[src/hdl/usb_pkg.sv]
`default_nettype none

package usb_pkg;

  localparam int ADDR_BITS = 7;
  localparam int ENDP_BITS = 4;

  // Two-bit packet kind, the meaning depends on the packet class
  typedef logic [1:0] pid_t;

  localparam pid_t TOK_OUT = 2'b00;
  localparam pid_t TOK_SOF = 2'b01;
  localparam pid_t TOK_IN = 2'b10;
  localparam pid_t TOK_SETUP = 2'b11;

  localparam pid_t HSK_ACK = 2'b00;
  localparam pid_t HSK_NAK = 2'b10;

  localparam pid_t DATA0 = 2'b00;
  localparam pid_t DATA1 = 2'b10;

  // Packet class codes for the encoder sideband
  localparam logic [1:0] CLS_HSK = 2'd2;
  localparam logic [1:0] CLS_DATA = 2'd3;

  typedef struct packed {
    pid_t       pid;
    logic [1:0] kind;
  } tuser_t;

endpackage

`default_nettype wire

[src/hdl/xact_pkg.sv]
`default_nettype none

package xact_pkg;

  typedef enum logic [1:0] {
    IDLE,
    BULK,
    DUMP
  } xact_state_t;

  typedef enum logic [2:0] {
    BLK_IDLE,
    DATI_TX,
    DATI_ZDP,
    DATI_ACK,
    DATO_RX,
    DATO_ERR,
    DATO_ACK,
    BLK_DONE
  } bulk_state_t;

  typedef enum logic [2:0] {
    ER_NONE = 3'h0,
    ER_TOKN = 3'h3,
    ER_ENDP = 3'h5
  } err_code_t;

  // Cycles from packet start to end of packet
  localparam int EOP_DELAY = 5;

  // Host response limit in clock cycles
  localparam int TURNAROUND_DEFAULT = 255;

endpackage

`default_nettype wire

[src/hdl/xact_control.sv]
`timescale 1ns/10ps
`default_nettype none

module xact_control #(
  parameter int BULK_ENDPOINT = 1
) (
  input  logic                          clock,
  input  logic                          reset,
  input  logic [usb_pkg::ADDR_BITS-1:0] usb_addr_i,
  input  logic                          tok_recv_i,
  input  usb_pkg::pid_t                 tok_pid_i,
  input  logic [usb_pkg::ADDR_BITS-1:0] tok_addr_i,
  input  logic [usb_pkg::ENDP_BITS-1:0] tok_endp_i,
  input  logic                          hsk_recv_i,
  input  logic                          hsk_sent_i,
  input  logic                          usb_recv_i,
  input  logic                          usb_sent_i,
  input  logic                          rx_last_i,
  input  logic                          blk_in_ready_i,
  input  logic                          blk_out_ready_i,
  input  logic                          timeout_i,
  output xact_pkg::bulk_state_t         bulk_state_o,
  output xact_pkg::err_code_t           err_code_o,
  output logic                          blk_start_o,
  output logic                          blk_fetch_o,
  output logic                          blk_store_o,
  output logic                          device_idle_o
);
  import usb_pkg::*;
  import xact_pkg::*;

  xact_state_t state_q;
  logic        tok_ours;
  logic        dir_in_q;

  assign tok_ours = tok_recv_i && tok_addr_i == usb_addr_i;

  assign blk_start_o = state_q == BULK && bulk_state_o == BLK_IDLE;
  assign device_idle_o = state_q == IDLE || bulk_state_o == BLK_DONE;

  // Transaction FSM, picks up tokens addressed to this device
  always_ff @(posedge clock) begin
    if (reset) begin
      state_q <= IDLE;
      err_code_o <= ER_NONE;
    end else begin
      case (state_q)
        IDLE: begin
          if (tok_ours && (tok_pid_i == TOK_IN || tok_pid_i == TOK_OUT)) begin
            state_q <= BULK;
            err_code_o <= tok_endp_i != ENDP_BITS'(BULK_ENDPOINT) ? ER_ENDP : ER_NONE;
          end else if (tok_ours) begin
            state_q <= DUMP;
            err_code_o <= ER_TOKN;
          end else begin
            err_code_o <= ER_NONE;
          end
        end
        BULK: begin
          if (bulk_state_o == BLK_DONE) begin
            state_q <= IDLE;
          end
        end
        // Unsupported token, stays here until reset
        default: state_q <= DUMP;
      endcase
    end
  end

  // Direction of the accepted token
  always_ff @(posedge clock) begin
    if (tok_ours && state_q == IDLE) begin
      dir_in_q <= tok_pid_i == TOK_IN;
    end
  end

  // Bulk FSM, only runs inside a bulk transaction
  always_ff @(posedge clock) begin
    if (reset || state_q != BULK) begin
      bulk_state_o <= BLK_IDLE;
      blk_fetch_o <= 1'b0;
      blk_store_o <= 1'b0;
    end else begin
      case (bulk_state_o)
        BLK_IDLE: begin
          if (dir_in_q) begin
            bulk_state_o <= blk_in_ready_i ? DATI_TX : DATI_ZDP;
            blk_fetch_o <= blk_in_ready_i;
          end else begin
            bulk_state_o <= blk_out_ready_i ? DATO_RX : DATO_ERR;
            blk_store_o <= blk_out_ready_i;
          end
        end
        DATI_TX, DATI_ZDP: begin
          if (usb_sent_i) begin
            bulk_state_o <= DATI_ACK;
          end
        end
        DATI_ACK: begin
          // Anything other than a handshake also ends the wait
          if (hsk_recv_i || timeout_i || tok_recv_i || usb_recv_i) begin
            bulk_state_o <= BLK_DONE;
          end
        end
        DATO_RX, DATO_ERR: begin
          if (rx_last_i) begin
            bulk_state_o <= DATO_ACK;
          end
        end
        DATO_ACK: begin
          if (hsk_sent_i) begin
            bulk_state_o <= BLK_DONE;
          end
        end
        default: begin
          blk_fetch_o <= 1'b0;
          blk_store_o <= 1'b0;
        end
      endcase
    end
  end

endmodule

`default_nettype wire

[src/hdl/data_toggle.sv]
`timescale 1ns/10ps
`default_nettype none

module data_toggle #(
  parameter int NUM_ENDPOINTS = 4
) (
  input  logic                          clock,
  input  logic                          reset,
  input  xact_pkg::bulk_state_t         bulk_state_i,
  input  logic                          tok_recv_i,
  input  usb_pkg::pid_t                 tok_pid_i,
  input  logic [usb_pkg::ENDP_BITS-1:0] tok_endp_i,
  input  logic                          hsk_recv_i,
  input  usb_pkg::pid_t                 hsk_pid_i,
  input  logic                          hsk_sent_i,
  input  logic                          eop_rx_i,
  input  logic                          hsk_pending_i,
  output usb_pkg::tuser_t               usb_tuser_o
);
  import usb_pkg::*;
  import xact_pkg::*;

  localparam int IW = NUM_ENDPOINTS > 1 ? $clog2(NUM_ENDPOINTS) : 1;

  logic [NUM_ENDPOINTS-1:0] odd_q;
  logic [IW-1:0]            endp_q;
  logic                     endp_ok_q;
  logic                     tok_start;
  logic                     tok_odd;
  logic                     flip;

  assign tok_start = tok_recv_i && bulk_state_i == BLK_IDLE;
  assign tok_odd = tok_endp_i < NUM_ENDPOINTS && odd_q[tok_endp_i[IW-1:0]];

  // ACK sent for OUT data, or ACK received for IN data
  assign flip = endp_ok_q && (hsk_sent_i && bulk_state_i == DATO_ACK ||
                              hsk_recv_i && hsk_pid_i == HSK_ACK && bulk_state_i == DATI_ACK);

  always_ff @(posedge clock) begin
    if (reset) begin
      endp_ok_q <= 1'b0;
    end else if (tok_start) begin
      endp_ok_q <= tok_endp_i < NUM_ENDPOINTS;
    end
  end

  always_ff @(posedge clock) begin
    if (tok_start) begin
      endp_q <= tok_endp_i[IW-1:0];
    end
  end

  always_ff @(posedge clock) begin
    if (reset) begin
      odd_q <= '0;
    end else if (flip) begin
      odd_q[endp_q] <= ~odd_q[endp_q];
    end
  end

  // Packet type for the encoder
  always_ff @(posedge clock) begin
    if (reset) begin
      usb_tuser_o <= '0;
    end else if (eop_rx_i && !hsk_pending_i) begin
      usb_tuser_o <= tuser_t'{pid: HSK_ACK, kind: CLS_HSK};
    end else if (tok_start && tok_pid_i == TOK_IN) begin
      usb_tuser_o <= tuser_t'{pid: tok_odd ? DATA1 : DATA0, kind: CLS_DATA};
    end
  end

endmodule

`default_nettype wire

[src/hdl/eop_timer.sv]
`timescale 1ns/10ps
`default_nettype none

module eop_timer (
  input  logic clock,
  input  logic reset,
  input  logic usb_recv_i,
  input  logic usb_sent_i,
  input  logic hsk_sent_i,
  output logic eop_rx_o,
  output logic eop_tx_o,
  output logic hsk_send_o
);
  import xact_pkg::*;

  localparam int CW = $clog2(EOP_DELAY + 1);

  logic [1:0]         start;
  logic [1:0][CW-1:0] count_q;
  logic [1:0]         eop_q;

  // Channel 0 for received packets, channel 1 for sent packets
  assign start = {usb_sent_i, usb_recv_i};
  assign eop_rx_o = eop_q[0];
  assign eop_tx_o = eop_q[1];

  always_ff @(posedge clock) begin
    if (reset) begin
      count_q <= '0;
      eop_q <= '0;
    end else begin
      for (int i = 0; i < 2; i++) begin
        if (start[i]) begin
          count_q[i] <= CW'(EOP_DELAY);
        end else if (count_q[i] != '0) begin
          count_q[i] <= count_q[i] - 1'b1;
        end
        eop_q[i] <= count_q[i] == CW'(1);
      end
    end
  end

  // Handshake request, held until the encoder has sent it
  always_ff @(posedge clock) begin
    if (reset || hsk_sent_i) begin
      hsk_send_o <= 1'b0;
    end else if (eop_q[0]) begin
      hsk_send_o <= 1'b1;
    end
  end

endmodule

`default_nettype wire

[src/hdl/turnaround_timer.sv]
`timescale 1ns/10ps
`default_nettype none

module turnaround_timer #(
  parameter int TURNAROUND_CYCLES = xact_pkg::TURNAROUND_DEFAULT
) (
  input  logic clock,
  input  logic reset,
  input  logic start_i,
  input  logic response_i,
  input  logic device_idle_i,
  output logic timeout_o
);

  localparam int CW = $clog2(TURNAROUND_CYCLES + 1);

  logic [CW-1:0] count_q;
  logic          active_q;

  always_ff @(posedge clock) begin
    if (reset) begin
      count_q <= '0;
      active_q <= 1'b0;
      timeout_o <= 1'b0;
    end else if (start_i) begin
      count_q <= CW'(TURNAROUND_CYCLES);
      active_q <= 1'b1;
      timeout_o <= 1'b0;
    end else if (response_i) begin
      active_q <= 1'b0;
      timeout_o <= 1'b0;
    end else if (active_q) begin
      // Terminal count
      if (count_q == CW'(1)) begin
        active_q <= 1'b0;
        timeout_o <= 1'b1;
      end else begin
        count_q <= count_q - 1'b1;
      end
    end else if (device_idle_i) begin
      timeout_o <= 1'b0;
    end
  end

endmodule

`default_nettype wire

[src/hdl/tx_stream_path.sv]
`timescale 1ns/10ps
`default_nettype none

module tx_stream_path (
  input  logic                  clock,
  input  logic                  reset,
  input  xact_pkg::bulk_state_t bulk_state_i,
  input  logic                  blk_tvalid_i,
  input  logic                  blk_tlast_i,
  input  logic                  blk_tkeep_i,
  input  logic [7:0]            blk_tdata_i,
  output logic                  blk_tready_o,
  output logic                  usb_tvalid_o,
  input  logic                  usb_tready_i,
  output logic                  usb_tlast_o,
  output logic                  usb_tkeep_o,
  output logic [7:0]            usb_tdata_o
);
  import xact_pkg::*;

  logic       sel_blk;
  logic       sel_valid;
  logic [9:0] sel_data;
  logic       zdp_done_q;
  logic       spare_valid_q;
  logic [9:0] spare_data_q;
  logic [9:0] main_data_q;
  logic       in_ready;
  logic       in_fire;
  logic       main_free;

  // Bulk source, or a single zero-data item
  assign sel_blk = bulk_state_i == DATI_TX;
  assign sel_valid = sel_blk ? blk_tvalid_i : bulk_state_i == DATI_ZDP && !zdp_done_q;
  assign sel_data = sel_blk ? {blk_tkeep_i, blk_tlast_i, blk_tdata_i} : {1'b0, 1'b1, 8'h00};

  assign in_ready = !spare_valid_q;
  assign in_fire = sel_valid && in_ready;
  assign main_free = !usb_tvalid_o || usb_tready_i;
  assign blk_tready_o = in_ready && sel_blk;

  assign {usb_tkeep_o, usb_tlast_o, usb_tdata_o} = main_data_q;

  always_ff @(posedge clock) begin
    if (reset || bulk_state_i != DATI_ZDP) begin
      zdp_done_q <= 1'b0;
    end else if (in_fire) begin
      zdp_done_q <= 1'b1;
    end
  end

  // Skid register, main stage plus one spare
  always_ff @(posedge clock) begin
    if (reset) begin
      usb_tvalid_o <= 1'b0;
      spare_valid_q <= 1'b0;
    end else if (main_free) begin
      usb_tvalid_o <= spare_valid_q || in_fire;
      spare_valid_q <= 1'b0;
    end else if (in_fire) begin
      spare_valid_q <= 1'b1;
    end
  end

  always_ff @(posedge clock) begin
    if (main_free) begin
      main_data_q <= spare_valid_q ? spare_data_q : sel_data;
    end else if (in_fire) begin
      spare_data_q <= sel_data;
    end
  end

endmodule

`default_nettype wire

[src/hdl/xact_top.sv]
`timescale 1ns/10ps
`default_nettype none

module xact_top #(
  parameter int BULK_ENDPOINT = 1,
  parameter int NUM_ENDPOINTS = 4,
  parameter int TURNAROUND_CYCLES = xact_pkg::TURNAROUND_DEFAULT
) (
  input  logic                          clock,
  input  logic                          reset,
  input  logic [usb_pkg::ADDR_BITS-1:0] usb_addr_i,
  // Decoded tokens and handshakes
  input  logic                          tok_recv_i,
  input  usb_pkg::pid_t                 tok_pid_i,
  input  logic [usb_pkg::ADDR_BITS-1:0] tok_addr_i,
  input  logic [usb_pkg::ENDP_BITS-1:0] tok_endp_i,
  input  logic                          hsk_recv_i,
  input  usb_pkg::pid_t                 hsk_pid_i,
  output logic                          hsk_send_o,
  input  logic                          hsk_sent_i,
  input  logic                          usb_recv_i,
  input  logic                          usb_sent_i,
  output usb_pkg::tuser_t               usb_tuser_o,
  // OUT data from the decoder
  input  logic                          usb_rx_tvalid_i,
  output logic                          usb_rx_tready_o,
  input  logic                          usb_rx_tlast_i,
  input  logic                          usb_rx_tkeep_i,
  input  logic [7:0]                    usb_rx_tdata_i,
  // IN data to the encoder
  output logic                          usb_tx_tvalid_o,
  input  logic                          usb_tx_tready_i,
  output logic                          usb_tx_tlast_o,
  output logic                          usb_tx_tkeep_o,
  output logic [7:0]                    usb_tx_tdata_o,
  // Bulk sink and source
  output logic                          blk_rx_tvalid_o,
  input  logic                          blk_rx_tready_i,
  output logic                          blk_rx_tlast_o,
  output logic                          blk_rx_tkeep_o,
  output logic [7:0]                    blk_rx_tdata_o,
  input  logic                          blk_tx_tvalid_i,
  output logic                          blk_tx_tready_o,
  input  logic                          blk_tx_tlast_i,
  input  logic                          blk_tx_tkeep_i,
  input  logic [7:0]                    blk_tx_tdata_i,
  input  logic                          blk_in_ready_i,
  input  logic                          blk_out_ready_i,
  output logic                          blk_start_o,
  output logic                          blk_fetch_o,
  output logic                          blk_store_o,
  output xact_pkg::err_code_t           err_code_o,
  output logic                          blk_device_idle_o,
  output logic                          usb_timeout_error_o
);
  import usb_pkg::*;
  import xact_pkg::*;

  bulk_state_t bulk_state;
  logic        dato_rx;
  logic        rx_last;
  logic        eop_rx;
  logic        ta_start;
  logic        ta_response;

  // OUT data goes to the sink only in DATO_RX, otherwise it is dropped
  assign dato_rx = bulk_state == DATO_RX;
  assign blk_rx_tvalid_o = dato_rx && usb_rx_tvalid_i;
  assign blk_rx_tlast_o = usb_rx_tlast_i;
  assign blk_rx_tkeep_o = usb_rx_tkeep_i;
  assign blk_rx_tdata_o = usb_rx_tdata_i;
  assign usb_rx_tready_o = dato_rx ? blk_rx_tready_i : 1'b1;
  assign rx_last = usb_rx_tvalid_i && usb_rx_tready_o && usb_rx_tlast_i;

  // Host turnaround starts after our data packet or our OUT handshake
  assign ta_start = usb_sent_i && usb_tuser_o.kind == CLS_DATA ||
                    hsk_sent_i && bulk_state == DATO_ACK;
  assign ta_response = tok_recv_i || hsk_recv_i || usb_recv_i;

  xact_control #(
    .BULK_ENDPOINT(BULK_ENDPOINT)
  ) i_xact_control (
    .*,
    .rx_last_i    (rx_last),
    .timeout_i    (usb_timeout_error_o),
    .bulk_state_o (bulk_state),
    .device_idle_o(blk_device_idle_o)
  );

  data_toggle #(
    .NUM_ENDPOINTS(NUM_ENDPOINTS)
  ) i_data_toggle (
    .*,
    .bulk_state_i (bulk_state),
    .eop_rx_i     (eop_rx),
    .hsk_pending_i(hsk_send_o)
  );

  eop_timer i_eop_timer (
    .*,
    .eop_rx_o(eop_rx),
    .eop_tx_o()
  );

  turnaround_timer #(
    .TURNAROUND_CYCLES(TURNAROUND_CYCLES)
  ) i_turnaround_timer (
    .clock        (clock),
    .reset        (reset),
    .start_i      (ta_start),
    .response_i   (ta_response),
    .device_idle_i(blk_device_idle_o),
    .timeout_o    (usb_timeout_error_o)
  );

  tx_stream_path i_tx_stream_path (
    .clock       (clock),
    .reset       (reset),
    .bulk_state_i(bulk_state),
    .blk_tvalid_i(blk_tx_tvalid_i),
    .blk_tlast_i (blk_tx_tlast_i),
    .blk_tkeep_i (blk_tx_tkeep_i),
    .blk_tdata_i (blk_tx_tdata_i),
    .blk_tready_o(blk_tx_tready_o),
    .usb_tvalid_o(usb_tx_tvalid_o),
    .usb_tready_i(usb_tx_tready_i),
    .usb_tlast_o (usb_tx_tlast_o),
    .usb_tkeep_o (usb_tx_tkeep_o),
    .usb_tdata_o (usb_tx_tdata_o)
  );

endmodule

`default_nettype wire

[config.mk]
export PLATFORM = sky130hd
export DESIGN_NAME = xact_top
export DESIGN_NICKNAME = d
export VERILOG_FILES = /design/src/hdl/usb_pkg.sv /design/src/hdl/xact_pkg.sv /design/src/hdl/xact_control.sv /design/src/hdl/data_toggle.sv /design/src/hdl/eop_timer.sv /design/src/hdl/turnaround_timer.sv /design/src/hdl/tx_stream_path.sv /design/src/hdl/xact_top.sv
export SDC_FILE = /design/constraint.sdc
export NUM_CORES = 1
export LEC_CHECK = 0
export BUFFER_PORTS_ARGS = -buffer_cell sky130_fd_sc_hd__buf_2
export CAP_MARGIN = 5
export CORE_MARGIN = 2
export CORE_UTILIZATION = 40
export CTS_CLUSTER_SIZE = 8
export DETAILED_ROUTE_END_ITERATION = 8
export GPL_TIMING_DRIVEN = 1
export PLACE_DENSITY_LB_ADDON = 0.08
export SLEW_MARGIN = 10
export SYNTH_ARGS = -nofsm -noshare
export SYNTH_HDL_FRONTEND = slang
export SYNTH_SLANG_ARGS = --single-unit
export TNS_END_PERCENT = 100
[constraint.sdc]
create_clock -name clock -period 3.45 [get_ports clock]
set_clock_uncertainty 0.05 [all_clocks]
set_input_delay 0.1725 -clock clock [delete_from_list [all_inputs] [get_ports clock]]
set_output_delay 0.1725 -clock clock [all_outputs]
set_load 0.01 [all_outputs]
==> results.txt, run 1 <==
CP arrival: 2.50 ns
Area of the multi-input gates: 1340 sq um
Net switching power figure: 0.319 mW
CTS Buf Count: 9
Worst setup EP type: register
Post-Place Cells: 437
Worst Hold End: i_data_toggle.endp_q[0]$_DFFE_PN_
Worst-path maximum fanout: 21
Post-DP Area: 3300 sq um
Overflow after GRT: 0
Count of different cell masters after synthesis: 56
Seq cells post-synth: 59
Reg clk slew, reported paths: 0.06 ns
Cts hold-fix bufs: 1
Finished Cell Area: 3510 sq um
Worst slew pin tran: 0.893 ns
Final wirelength: 6170 microns
Worst R2R Path Depth: 4
WHS: 0.0209 ns
Worst-path cell chain: or3b_2, a21oi_1, nor3b_1, buf_4
P_leak: 1.39 nW
Syn_area_per_cell: 10.2 sq um
Maximum root-to-sink buffer count: 2
Worst Path Class, Setup: reg -> reg
Peak supply drop: 0.233 mV
Share of the synthesized area in the top cell type: 24.5%
Async SR Flop Fraction: 0%
Layout Utilization: 49.0%
Critical path's largest stage delay: 0.67 ns
Fmax: 397 MHz
Final hold violations: 0
Sw frac: 21.4%
Ports: 92
H-Tree Level Count: 3
Final min period: 2.52 ns
Die width: 89.8 microns
Worst-Skew Late Latency: 0.33 ns
Power Density: 423 nW/um^2
HP Class: in -> reg
Cts repair resizes: 0
Die H: 89.8 microns
Drt drc: 0
Core ar.: 7180 sq um
Row count: 31
Slowest CP cell: dfxtp_1
RR Endpoint: i_tx_stream_path.spare_data_q[8]$_DFFE_PP_
Worst setup SP type: register
Cell internal pwr: 1.17 mW
Initial antenna violation count: 0
Vias per inst: 5.08
DP HPWL: 4490 microns
Clock network power share: 43.9%
IO Port Bufs: 72
Wire length per cell: 13.6 microns
Post-DRT Antenna Nets: 0
Setup violators final: 0
Combinational Power Share: 6.5%
Synth Cell Area: 2940 sq um
Starting Density: 41.0%
Final sum of negative setup slack: 0 ns
Area leader, netlist: dfxtp_1
Number of warnings issued by yosys: 0
FF/Latch Area: 1410 sq um
Post-synth net total: 348
Post-layout worst setup margin: 0.932 ns
Hold_sp: tok_endp_i[0]
Synth area leaders: dfxtp_1 24%, edfxtp_1 23%, a21oi_1 3.9%, mux2_2 3.8%, buf_4 2.8%
Num Clock Sinks: 59
Pre-antenna DRT Iters: 4
Nets: 410
Worst R2R Start: i_xact_control.bulk_state_o[1]$_SDFFE_PP0P_
Post-synth EDFFs: 23
Vias in the first global route: 2219
Pre-CTS setup slack: 0.934 ns
Overall global routing resource usage: 16.1%
GPL Wtd Cong: 0.734
Vias: 2306
CTS tree: yes
Initial drt markers: 112
Layout cells sized above 1: 31.8%
Commonest cells post-synth: 36 x dfxtp_1, 23 x a21oi_1, 23 x edfxtp_1
Full die area: 8060 sq um
Fill count: 694
Finished Layout Cells: 454
Max Cap Viol: 0
Seq/Total Area, Yosys: 48.0%
Hold path cells: 1
RSZ-0062 raised after global routing: no
Max-slew violation count: 0
Final Total Pwr: 1.49 mW
Post-CTS setup repair buffer count: 0
Ys flop type: dfxtp_1
Area Overhead vs Synth: 19.4%
Cell with the most instances after synthesis: dfxtp_1
Setup slack, reg-to-reg: 0.93 ns
Largest net degree at the start of global routing: 32
Rel. slew slack: 39.9%
First-pass GRT wire length: 10500 microns
Sequential power share: 49.6%
Run status: completed
Crit path buffers/inverters: 1
Cells after Synth: 288
CP required: 3.44 ns
Critical path's top delay family: simple AND/OR/NAND/NOR gates
Period utilization: 73.0%
Ant. Diodes: 0
CTS root buffer: clkbuf_8
sequential cells by signal, summed over array words and instances (netlist names), 3 cells and up:
| signal | cells |
|---|---|
| i_tx_stream_path.main_data_q | 10 |
| i_xact_control.bulk_state_o | 3 |
| i_xact_control.err_code_o | 3 |
| i_turnaround_timer.count_q | 8 |
| i_data_toggle.odd_q | 4 |
| i_tx_stream_path.spare_data_q | 10 |
| i_eop_timer.count_q | 3 |
| i_data_toggle.usb_tuser_o | 3 |
worst reg2reg max path: cells and delay by family (launching register included):
family | cells | cell delay [ns]
compound gates | 1 | 0.16
buf+inv | 1 | 0.28
simple gates | 2 | 1.07
flops | 1 | 0.67
cells in the final DEF, fill, tap and decap left out, drive strengths merged, types with 8 or more instances in the layout:
cell    synthesis  final
a21oi          23     23
and2           10     10
mux2           10     10
nor2           20     20
a31oi           9      9
nand2          11     11
or3            10     10
clkbuf         13     14
nor2b           8      8
inv            10     10
edfxtp         23     23
dfxtp          36     36
buf            12     75
layout make-up:
type                            count  area share (%)
Clock buffer                       14            4.91
Clock inverter                      2           0.997
Multi-Input combinational cell    194            38.2
Tap cell                           99            3.52
Inverter                           10            1.07
Timing Repair Buffer               76            11.2
Sequential cell                    59            40.2
per-layer routing:
layer  global-route usage, %  vias up  share of wire (%)
li1                        -     1168                  -
met1                    20.6     1053                 47
met2                    25.1       76                 45
met3                    4.27        9                6.2
met4                    8.21        0                1.8
met5                       0        -                  0
worst max-delay path by stage:
| stage | from | to | depth (start not counted) |
|---|---|---|---|
| 2_1_floorplan | i_xact_control.bulk_state_o[1]$_SDFFE_PP0P_ | i_tx_stream_path.spare_data_q[0]$_DFFE_PP_ | 4 |
| 3_3_place_gp | i_xact_control.bulk_state_o[1]$_SDFFE_PP0P_ | i_tx_stream_path.spare_data_q[1]$_DFFE_PP_ | 4 |
| 3_5_place_dp | i_xact_control.bulk_state_o[1]$_SDFFE_PP0P_ | i_tx_stream_path.spare_data_q[8]$_DFFE_PP_ | 4 |
| 4_1_cts | i_xact_control.bulk_state_o[1]$_SDFFE_PP0P_ | i_tx_stream_path.spare_data_q[8]$_DFFE_PP_ | 4 |
| 5_1_grt | i_xact_control.bulk_state_o[1]$_SDFFE_PP0P_ | i_tx_stream_path.spare_data_q[8]$_DFFE_PP_ | 4 |
| 6_report | i_xact_control.bulk_state_o[1]$_SDFFE_PP0P_ | i_tx_stream_path.spare_data_q[8]$_DFFE_PP_ | 4 |
cell families (layout without fill, tap and decap cells):
group,count (synthesis),count (layout),share of synthesized area [%]
flip-flops,59,59,48.0
AO/OA/AOI/OAI,58,58,13.1
XOR/XNOR,12,12,3.57
buffers and inverters,35,102,6.46
other,1,1,0.127
multiplexers,12,12,4.93
adder cells (fa/ha/maj),5,5,2.13
AND/OR/NAND/NOR,106,106,21.8
power groups by stage:
stage               Sequential, mW  Clock (mW)  Combinational, mW
finish                       0.738       0.653             0.0969
global route                 0.739       0.697              0.111
floorplan                    0.752           0             0.0649
CTS                          0.738       0.672             0.0983
global placement             0.753           0             0.0964
detailed placement           0.753           0             0.0970
No activity file was read; power rests on OpenSTA's default activity.
==> run 2: changes to the inputs <==
- clock period: 3.45 -> 2.2 ns (I/O delays scaled with it)
==> run 2 against run 1 <==
Net effect:
- critical path depth decreased by 2
- via count increased by 0.74%
- total power increased by 58%
- register-to-register slack got worse by 0.59 ns
- non-clock buffer count increased by 11
- combinational power increased by 67%
- die area unchanged
- routed wire length increased by 1.5%
- sequential cell count unchanged
- sequential power increased by 57%
- clock-buffer cell count increased by 1
- first-iteration DRC count decreased by 46%
- critical endpoint is now usb_rx_tready_o
- largest cell class unchanged
- largest power group unchanged
- highest routed layer unchanged
==> results.txt, run 2 (same netlist as run 1, synthesis figures left out) <==
Final Total Pwr: 2.35 mW
Cts hold-fix bufs: 5
Worst-path cell chain: or4b_2, buf_2
Layout cells sized above 1: 32.5%
Crit path buffers/inverters: 1
Largest net degree at the start of global routing: 27
Worst R2R Start: i_turnaround_timer.count_q[1]$_SDFFE_PP0P_
Peak supply drop: 0.361 mV
Drt drc: 0
Rel. slew slack: 59.4%
Ant. Diodes: 0
H-Tree Level Count: 3
Overall global routing resource usage: 16.0%
Critical path launch point: i_xact_control.bulk_state_o[2]$_SDFFE_PP0P_
Critical path's largest stage delay: 0.64 ns
Top Registers: i_tx_stream_path.main_data_q: 10 flops, i_tx_stream_path.spare_data_q: 10 flops, i_turnaround_timer.count_q: 8 flops
CP required: 2.04 ns
Post-CTS setup repair buffer count: 0
Worst-Skew Late Latency: 0.34 ns
Fmax: 516 MHz
P_leak: 1.43 nW
Worst R2R Path Depth: 6
Worst slew pin tran: 0.606 ns
Setup violators final: 0
Worst Hold End: i_eop_timer.count_q[1]$_SDFFE_PP0N_
IO Port Bufs: 72
Power Density: 651 nW/um^2
Worst setup EP type: output port
DP HPWL: 4590 microns
Starting Density: 41.0%
Overflow after GRT: 0
Slowest CP cell: dfxtp_1
Max-slew violation count: 0
Die width: 89.8 microns
Final hold violations: 0
Finished Layout Cells: 465
RSZ-0062 raised after global routing: no
Row count: 31
Full die area: 8060 sq um
Hold path cells: 2
Final sum of negative setup slack: 0 ns
Maximum root-to-sink buffer count: 2
First-pass GRT wire length: 10300 microns
RR Endpoint: i_turnaround_timer.count_q[5]$_SDFFE_PP0P_
Commonest non-fill, non-tap cell in the layout: buf_2
Final wirelength: 6260 microns
Final min period: 1.94 ns
Vias: 2323
Max Cap Viol: 0
GPL Wtd Cong: 0.748
Run status: completed
Vias in the first global route: 2248
Initial antenna violation count: 0
Reg clk slew, reported paths: 0.06 ns
Hold_sp: usb_recv_i
Worst Path Class, Setup: reg -> out
Initial drt markers: 61
Post-DRT Antenna Nets: 0
Core ar.: 7180 sq um
Num Clock Sinks: 59
HP Class: in -> reg
Vias per inst: 5.00
Worst setup SP type: register
CTS tree: yes
Wire length per cell: 13.5 microns
CP arrival: 1.78 ns
Area Overhead vs Synth: 22.7%
Setup slack, reg-to-reg: 0.34 ns
Worst-path maximum fanout: 18
Post-Place Cells: 444
Most frequent cells in the layout: 72 x buf_2, 36 x dfxtp_1, 23 x a21oi_1, 23 x edfxtp_1, 20 x nor2_1
Ports: 92
Period utilization: 88.2%
Critical path's top delay family: flip-flops
CTS Buf Count: 9
Pre-antenna DRT Iters: 4
Nets: 421
Die H: 89.8 microns
CTS root buffer: clkbuf_8
Cts repair resizes: 0
run 2: cell count changes in the layout (fill, tap and decap cells not counted):
cell	delta
buf_4	+7
dlygate4sd3_1	+4
clkbuf_1	+2
clkbuf_8	-2
clkbuf_16	+1
clkinv_2	-1
nor3b_1	-1
nor3b_2	+1
run 2: power by group:
| part | switching (mW) | internal, mW |
|---|---|---|
| combinational | 0.0808 | 0.0814 |
| clock | 0.408 | 0.626 |
| sequential | 0.0122 | 1.14 |
run 2: final cells by class:
class                   count  area, sq um
repair buffers             87          485
inverters                  10         37.5
fillers                   690         3560
well taps                  99          124
clock inverters             1         30.0
flip-flops and latches     59         1410
multi-input cells         194         1350
clock buffers              15          178
run 2: worst max-delay path by stage:
stage,to,slack (ns),cells after the start
2_1_floorplan,i_tx_stream_path.spare_data_q[0]$_DFFE_PP_,0.12,4
3_3_place_gp,i_turnaround_timer.count_q[5]$_SDFFE_PP0P_,0.41,6
3_5_place_dp,i_turnaround_timer.count_q[5]$_SDFFE_PP0P_,0.35,6
4_1_cts,usb_rx_tready_o,0.26,2
5_1_grt,blk_tx_tready_o,0.16,4
6_report,usb_rx_tready_o,0.26,2
run 2: metal layers:
layer	GRT usage (%)	routed length, microns	vias to the layer above
li1	-	-	1186
met1	19.9	2880	1047
met2	24.8	2800	75
met3	4.78	418	15
met4	8.85	150	0
met5	0	0	-
run 2: per-stage QoR:
| step | utilization [%] | setup WS [ns] | hold WS (ns) | instance area, sq um |
|---|---|---|---|---|
| final | 50.3 | 0.260 | 0.0156 | 3610 |
| after global routing | 50.3 | 0.160 | 0.0102 | 3610 |
| after CTS | 50.3 | 0.256 | 0.00971 | 3610 |
| after detailed placement | 46.7 | 0.349 | 0.170 | 3350 |
| after global placement | 46.7 | 0.408 | 0.170 | 3350 |
| after floorplan | - | 0.121 | 0.139 | 2950 |
